## config.mk

```make
export PLATFORM = sky130hd
export DESIGN_NAME = link_rx_top
export DESIGN_NICKNAME = d
export VERILOG_FILES = /design/src/hdl/link_pkg.sv /design/src/hdl/fifo.sv /design/src/hdl/frame_summer.sv /design/src/hdl/link_rx_top.sv
export SDC_FILE = /design/constraint.sdc
export NUM_CORES = 1
export LEC_CHECK = 0
export ABC_AREA = 1
export ABC_CLOCK_PERIOD_IN_PS = 4250
export BUFFER_PORTS_ARGS = -buffer_cell sky130_fd_sc_hd__clkbuf_2
export CORE_MARGIN = 10
export CORE_UTILIZATION = 45
export CTS_CLUSTER_DIAMETER = 80
export DETAILED_ROUTE_END_ITERATION = 8
export PLACE_DENSITY_LB_ADDON = 0.12
export SLEW_MARGIN = 20
export SYNTH_ARGS = -nofsm -noshare
export SYNTH_HDL_FRONTEND = slang
export SYNTH_SLANG_ARGS = --single-unit
```

## constraint.sdc

```tcl
create_clock -name clk -period 4.25 [get_ports clk]
set_input_delay 0.85 -clock clk [delete_from_list [all_inputs] [get_ports clk]]
set_output_delay 0.85 -clock clk [all_outputs]
set_load 0.005 [all_outputs]
```

## src/hdl/link_pkg.sv

```systemverilog
/* flit and result types for the receive side of the word link.
   data width is fixed at 16 bits and the frame count saturates at 255 */
`default_nettype none

package link_pkg;

   localparam int data_width = 16;   // data word width
   localparam int count_width = 8;   // flits per frame, saturating

   // flit opcodes
   typedef enum logic [0:0]
   {
      op_data = 1'b0,
      op_end  = 1'b1   // last flit of a frame, its data word is summed too
   } flit_op_t;

   // one word on the upstream link, 17 bits
   typedef struct packed
   {
      flit_op_t              op;
      logic [data_width-1:0] data;
   } flit_t;

   // one completed frame for the downstream side, 24 bits
   typedef struct packed
   {
      logic [data_width-1:0]  sum;     // modulo 2^16
      logic [count_width-1:0] count;   // end flit included
   } frame_result_t;

endpackage

`default_nettype wire

```

## src/hdl/fifo.sv

```systemverilog
/* cyclic FIFO of 2^adr_width flits with registered full and empty flags.
   a pop on empty is dropped, a push on full is only legal together with a pop */
`default_nettype none

module fifo
   import link_pkg::*;
   #(
      parameter int adr_width = 3
   )
   (
      input  logic  clk,
      input  logic  reset,
      input  logic  push,
      input  flit_t push_flit,
      input  logic  pop,
      output flit_t head,
      output logic  empty,
      output logic  full
   );

   localparam int depth = 1 << adr_width;

   flit_t mem [depth];   // payload only, no reset

   logic [adr_width-1:0] w_ptr;
   logic [adr_width-1:0] w_ptr_next;
   logic [adr_width-1:0] r_ptr;
   logic [adr_width-1:0] r_ptr_next;
   logic full_reg;
   logic full_next;
   logic empty_reg;
   logic empty_next;
   logic do_push;
   logic do_pop;

   assign do_pop  = pop & ~empty_reg;
   assign do_push = push & (~full_reg | do_pop);   // slot freed by the same-cycle pop

   assign head  = mem[r_ptr];   // read combinationally at the head
   assign empty = empty_reg;
   assign full  = full_reg;

   always_ff @(posedge clk)
   begin
      if (do_push)
         mem[w_ptr] <= push_flit;
   end

   // pointers and flags
   always_ff @(posedge clk)
   begin
      if (reset)
      begin
         w_ptr     <= '0;
         r_ptr     <= '0;
         full_reg  <= 1'b0;
         empty_reg <= 1'b1;
      end
      else
      begin
         w_ptr     <= w_ptr_next;
         r_ptr     <= r_ptr_next;
         full_reg  <= full_next;
         empty_reg <= empty_next;
      end
   end

   always_comb
   begin
      w_ptr_next = w_ptr;
      r_ptr_next = r_ptr;
      full_next  = full_reg;
      empty_next = empty_reg;
      case ({do_push, do_pop})
         2'b10:   // write only
         begin
            w_ptr_next = w_ptr + 1'b1;
            empty_next = 1'b0;
            full_next  = (w_ptr_next == r_ptr);   // writer caught up with reader
         end
         2'b01:   // read only
         begin
            r_ptr_next = r_ptr + 1'b1;
            full_next  = 1'b0;
            empty_next = (r_ptr_next == w_ptr);
         end
         2'b11:   // both move, occupancy unchanged
         begin
            w_ptr_next = w_ptr + 1'b1;
            r_ptr_next = r_ptr + 1'b1;
         end
         default:
         begin
            w_ptr_next = w_ptr;
            r_ptr_next = r_ptr;
         end
      endcase
   end

   // the upstream sender holds only 2^adr_width credits, so a full
   // FIFO means it has none left
   a_no_push_full: assert property (@(posedge clk) disable iff (reset)
      full_reg |-> !push)
      else $error("fifo: push while full");

   a_flags_exclusive: assert property (@(posedge clk) disable iff (reset)
      !(full_reg && empty_reg))
      else $error("fifo: full and empty together");

endmodule

`default_nettype wire

```

## src/hdl/frame_summer.sv

```systemverilog
/* sums the data words of each frame from the FIFO head, end flit included.
   an end flit waits at the head until a downstream credit is held */
`default_nettype none

module frame_summer
   import link_pkg::*;
   #(
      parameter int adr_width = 3
   )
   (
      input  logic          clk,
      input  logic          reset,
      input  flit_t         head,
      input  logic          empty,
      output logic          pop,
      output logic          credit_return,
      input  logic          out_credit,
      output logic          result_valid,
      output frame_result_t result
   );

   // room for more grants than the FIFO can hold results for
   localparam int credit_width = adr_width + 2;
   localparam logic [credit_width-1:0] credit_max = '1;

   logic [credit_width-1:0] credits;    // downstream credits held
   logic [data_width-1:0]   sum;        // running sum of the open frame
   logic [count_width-1:0]  count;      // flits of the open frame
   logic [count_width-1:0]  count_inc;
   logic                    has_credit;
   logic                    head_end;
   logic                    spend;

   assign has_credit = (credits != '0);
   assign head_end   = (head.op == op_end);

   // data flits always go, an end flit needs a credit
   assign pop   = ~empty & (~head_end | has_credit);
   assign spend = pop & head_end;

   assign count_inc = (count == '1) ? count : count + 1'b1;   // saturate at 255

   // downstream credit counter
   always_ff @(posedge clk)
   begin
      if (reset)
         credits <= '0;
      else
      begin
         case ({out_credit, spend})
            2'b10:
            begin
               if (credits != credit_max)   // hold at max
                  credits <= credits + 1'b1;
            end
            2'b01:
               credits <= credits - 1'b1;
            default:
               credits <= credits;   // grant and spend cancel
         endcase
      end
   end

   // accumulators and output strobes
   always_ff @(posedge clk)
   begin
      if (reset)
      begin
         credit_return <= 1'b0;
         result_valid  <= 1'b0;
         sum           <= '0;
         count         <= '0;
      end
      else
      begin
         credit_return <= pop;     // one upstream credit per popped flit
         result_valid  <= spend;
         if (pop)
         begin
            if (head_end)
            begin
               sum   <= '0;   // next frame starts clean
               count <= '0;
            end
            else
            begin
               sum   <= sum + head.data;
               count <= count_inc;
            end
         end
      end
   end

   // completed frame, qualified by result_valid
   always_ff @(posedge clk)
   begin
      if (spend)
      begin
         result.sum   <= sum + head.data;
         result.count <= count_inc;
      end
   end

   a_result_needs_credit: assert property (@(posedge clk) disable iff (reset)
      result_valid |-> $past(has_credit))
      else $error("frame_summer: result sent without a credit");

   a_credit_no_wrap_up: assert property (@(posedge clk) disable iff (reset)
      (credits == credit_max) |=> (credits != '0))
      else $error("frame_summer: credit counter wrapped up");

   a_credit_no_wrap_down: assert property (@(posedge clk) disable iff (reset)
      (credits == '0) |=> (credits != credit_max))
      else $error("frame_summer: credit counter wrapped down");

endmodule

`default_nettype wire

```

## src/hdl/link_rx_top.sv

```systemverilog
/* receive side of the word link, FIFO plus frame summer.
   upstream starts with 2^adr_width credits, downstream with none */
`default_nettype none

module link_rx_top
   import link_pkg::*;
   #(
      parameter int adr_width = 3   // depth 8, valid from 1 to 8
   )
   (
      input  logic          clk,
      input  logic          reset,
      input  logic          in_valid,
      input  flit_t         in_flit,
      output logic          credit_return,
      input  logic          out_credit,
      output logic          result_valid,
      output frame_result_t result
   );

   flit_t head;    // FIFO head, read combinationally
   logic  empty;
   logic  pop;

   // full is not needed here, the credit loop keeps writes in bounds
   fifo #(
      .adr_width (adr_width)
   ) u_fifo (
      .clk       (clk),
      .reset     (reset),
      .push      (in_valid),
      .push_flit (in_flit),
      .pop       (pop),
      .head      (head),
      .empty     (empty),
      .full      ()
   );

   frame_summer #(
      .adr_width (adr_width)
   ) u_summer (
      .clk           (clk),
      .reset         (reset),
      .head          (head),
      .empty         (empty),
      .pop           (pop),
      .credit_return (credit_return),
      .out_credit    (out_credit),
      .result_valid  (result_valid),
      .result        (result)
   );

endmodule

`default_nettype wire

```

* Word level (Yosys, flattened, before mapping)
Memories as Yosys holds them, arrays and structs flattened. A register that Yosys moved wholly into a read port is not among the register bits.
Index checks and enable logic that the tools add are counted.
** Storage, ports and cells
- Bits of input ports :: 21
- Memories kept :: 1
- Bits in writable memories :: 136
- Flip-flop bits (word level) :: 63
** Operators by class
- Bitwise logic cells :: 9
- Reductions and logical operators :: 6
- Mux-type cells :: 11
- Equal/unequal tests :: 10
- Add/sub/neg operators :: 6
** Memories
- u_fifo.mem :: words 8, width 17, rd ports 1, clocked after memory_dff 1, wr ports 1, RTL line fifo.sv:23 : flit_t mem [depth];
** Operator list (count)
- 16-bit adder :: 1
- 16-bit 2-to-1 mux :: 1
- 8-bit 2-to-1 mux :: 2
- 5-bit one-hot mux with 2 select lines :: 1
- 8-bit by 1-bit adder with 8-bit output (second input constant) :: 1
- 8-bit == test (second input constant) :: 1
- 3-bit by 1-bit adder with 3-bit output (second input constant) :: 2
- 2-bit == test (second input constant) :: 3
- 3-bit == test :: 2
- 3-bit 2-to-1 mux :: 2
- 5-bit by 1-bit adder with 5-bit output (second input constant) :: 1
- 5-bit 2-to-1 mux :: 1
- 5-bit inequality test (second input constant) :: 1
- 5-bit nonzero test :: 1
- 5-bit by 1-bit subtractor with 5-bit output (second input constant) :: 1
- 1-bit bitwise AND :: 4
- 2-bit by 1-bit == test with 1-bit output (second input constant) :: 2
- 1-bit one-hot mux with 2 select lines :: 2
- 2-bit nonzero test :: 2
- 2-bit OR reduction :: 2
- 1-bit inverter :: 3
- 1-bit 2-to-1 mux :: 2
- 2-bit by 1-bit inequality test with 1-bit output (second input constant) :: 1
- 1-bit OR :: 2
- 2-bit AND reduction :: 1

* Longest topological paths before layout
- Depth after elaboration :: 10
- Gate-level depth with buffers :: 18

* Cells and area by module
Synthesis repeated with hierarchy kept, for this count alone.
** Second synthesis, totals
- Cells, all modules :: 902
- Area, all modules :: 9091.2 um^2
** By module, submodules not included
- fifo :: instances 1, cells an instance 505, sequential area each 4304.1 um^2, area an instance 5928.2 um^2
- frame_summer :: instances 1, cells an instance 397, sequential area each 1341.3 um^2, area an instance 3163.0 um^2

* Least setup slack after synthesis
OpenSTA, ideal clock, no wires.
- Path kind :: reg2reg
- From :: register (tool-made name)
- To :: register u_summer.sum[8]
- Arrival :: 2.839 ns
- Data required time :: 4.180 ns
- Slack :: 1.341 ns
- Buffers on the path :: 3
- Setup time :: 0.070 ns
- Stages on the path, launching flop included :: 17
- Path through :: dfxtp_1 buf_2 buf_2 buf_2 nor2_1 o22ai_1 nor2_1 a31oi_1 ha_1 inv_1 fa_1 o21ai_0 a31oi_1 or2_2 nand2_1 nand2_1 a21oi_1
** RTL lines
- end signal: assignment :: RTL line frame_summer.sv:87 : sum <= sum + head.data;
- end: declaration :: RTL line frame_summer.sv:27 : logic [data_width-1:0] sum;

==> flow_summary.toml <==
[run_status]
status = "finished, final reports clean"

[cells_and_area]
nets = 928
diodes = 0
final_cells = 1157
layout-drive-gt1-share_pct = 11.0
regMostFlops = "u_fifo.mem"
finalCoreUtilization_pct = 52.5
reg_top3 = "u_fifo.mem x136, u_summer.result x24, u_summer.sum x16"
syn2layout_area_growth_pct = 13.8
largest_reg_flops = 136

[detailed_routing]
num_vias = 6081
wl_per_cell_um = 16.9
first_pass_iters = 4
drtAntennaViolNets = 0
via_per_inst = 5.26
drt-total-wl_mm = 19.6
first_iter_violations = 375
post-route-drc-count = 0

[clock_tree]
h-tree-depth = 1
hold_buffers = 0
cts_root_buffer = "clkbuf_16"
cts.clk_slew.worst_paths_ps = 60
insertion_delay_ps = 510
cts_buffers = 22
clock_sink_count = 202
cts.repair.resized = 0
cts_tree = "yes"
cts_buffer_depth = 3
post-cts-setup-buffers = 0

[logic_synthesis]
synthCells = 827
ys_async_sr_fraction_pct = 0
synth_edf_count = 160
yosys_warnings = 0
synth_cell_type_count = 29
ys_seq_area_share_pct = 64.7
synth_top_area_share_pct = 55.1
synth_area_mm2 = 0.00872
synthesis.nets = 874
synthTopCellsByArea = "edfxtp_1 55%, dfxtp_1 9.6%, nor2_1 6.7%"
postSynthAreaPerCell_um2 = 10.5
synth_most_common_cell = "edfxtp_1"
synth_ff_type = "edfxtp_1"
synth_commonest_cells = "160 x edfxtp_1, 155 x nor2_1, 122 x nand2_1, 79 x o21ai_0, 50 x a21oi_1"
yosysTopAreaCell = "edfxtp_1"
ys_ff_latch = 202

[placed_design]
place_hpwl_mm = 12.3
place.port_buffers = 46
dp.cells = 1117
dp_slack_ps = 829
place.gp.congestion = 0.857

[pwr]
p_clk_share_pct = 23.4
seq_power_share_pct = 37.7
power.internal_mw = 4.67
power_leakage_nw = 3.80
power.density_mw_per_mm2 = 763
switchingPower_mw = 2.90
pwr-share-comb_pct = 38.9
switching_share_pct = 38.3
ir_worst_vdd_uv = 332

[sta]
drv_slew = 0
max_slew_margin_pct = 36.0
fin_skew_ps = 17.8
rsz0062_at_grt = "no"
min_period_ps = 3430
hold_viol_final = 0
timing.final.crit_share_pct = 80.7
fin_tns_setup_ps = 0
max_freq_mhz = 292
hold_slack_ps = 470
setup_viol = 0
tightest_slew_ps = 959
timing.final.ws_setup_ps = 821

[worst_hold_path]
hold_path.class = "reg2reg"
hp-start = "u_summer.sum[9]"
hold_depth = 2
min_delay_worst_endpoint = "u_summer.sum[9]"

[critical_path]
start_kind = "flop"
cp_common_cell = "o21ai_0"
reg2reg_to = "u_summer.sum[8]"
crit_type = "reg2reg"
cp_cell_sequence = "buf_4 -> o21ai_0 -> o22ai_1 -> inv_1 -> o21ai_0 -> inv_1 -> fa_1 -> o21ai_0 -> a31oi_1 -> or2_2 -> nand2_1 -> nand2_1 -> a21oi_1"
critPathMaxStageDelay_ps = 550
slowest_stage = "buf_4"
r2r_cells = 13
endpoint_kind = "flop"
worstPathRequired_ps = 4660
cp.arrival_ps = 3840
worst-path-max-fanout = 68
ff2ff_setup_slack_ps = 820

[floorplan]
io_pins = 47
die_h_um = 159
core_area_mm2 = 0.0189
die_area_mm2 = 0.0254
initial_core_util_pct = 46.2
fp.dieW_um = 159
rows = 50

[global_route]
grt_first_pass_wirelength_mm = 30.9
grt.overflow.total = 0
grtUsageTotal_pct = 14.8
grt_pass1_vias = 6033
grt_max_degree = 69
antenna_found_initial = 0

[flow_run]
max-cap-violations = 0
-- power groups by stage --
stage / clock network, mW / registers, mW / logic, mW
floorplan: 0 / 2.86 / 2.10
global placement: 0 / 2.89 / 2.90
detailed placement: 0 / 2.89 / 2.95
CTS: 1.82 / 2.86 / 2.96
global route: 1.89 / 2.89 / 3.34
finish: 1.77 / 2.85 / 2.95
-- metrics by stage --
| step | instance area (um2) | power, mW |
|---|---|---|
| CTS | 9930 | 7.64 |
| global placement | 9250 | 5.78 |
| detailed placement | 9250 | 5.85 |
| global route | 9930 | 8.13 |
| finish | 9930 | 7.57 |
| floorplan | 8720 | 4.96 |
-- per-layer routing --
| metal | wire [um] | vias up | global-route usage [%] |
|---|---|---|---|
| met5 | 0 | - | 0 |
| met4 | 447 | 0 | 4.09 |
| met3 | 935 | 32 | 2.81 |
| met2 | 9640 | 150 | 26.3 |
| met1 | 8550 | 2920 | 17.8 |
| li1 | - | 2979 | - |
-- final cells by class --
class / instances / area (um2)
Multi-Input combinational cell: 542 / 2740
Timing Repair Buffer: 63 / 358
Inverter: 50 / 188
Clock buffer: 31 / 594
Sequential cell: 202 / 5650
Fill cell: 1721 / 8970
Clock inverter: 9 / 77.6
Tap cell: 260 / 325
-- critical path, delay by kind of cell, from the launching register on --
| kind | cells | cell delay [ps] |
|---|---|---|
| fa+ha+maj | 1 | 460 |
| flops | 1 | 330 |
| simple gates | 3 | 420 |
| buf+inv | 3 | 710 |
| compound gates | 6 | 1410 |
-- worst max-delay path by stage --
stage,from,endpoint,slack [ps],depth (start not counted)
4_1_cts,flop,u_summer.sum[8],810,13
3_3_place_gp,flop,u_summer.sum[8],910,13
5_1_grt,flop,u_summer.sum[8],410,13
2_1_floorplan,flop,u_summer.sum[8],1340,16
6_report,flop,u_summer.sum[8],820,13
3_5_place_dp,flop,u_summer.sum[8],830,13
-- kinds of logic after synthesis --
logic type / Yosys count / share of synthesized area [%]
AOI/OAI and AO/OA: 168 / 10.3
xor gates and xnor gates: 23 / 2.31
and+or+nand+nor: 325 / 14.9
buffers and inverters: 83 / 3.90
adders and majority gates: 26 / 3.90
DFF: 202 / 64.7
-- placed cells by master (no fill, tap or decap), types with 2 or more instances in the layout --
master,synthesis,routed
edfxtp_1,160,160
nor2_1,155,155
nand2_1,122,122
o21ai_0,79,79
a21oi_1,50,50
inv_1,47,47
clkbuf_2,0,46
dfxtp_1,42,41
nand3_1,32,32
ha_1,24,24
clkbuf_16,0,22
a31oi_1,17,17
buf_4,1,17
o22ai_1,16,16
xor2_1,14,14
xnor2_1,9,9
clkbuf_1,17,8
nand4_1,7,7
and2_1,4,4
clkinv_2,0,4
inv_2,3,3
o21bai_1,3,3
nor3_1,3,3
clkinv_1,0,3
fa_1,2,2
Note: power is estimated with default switching activity, not from simulation.
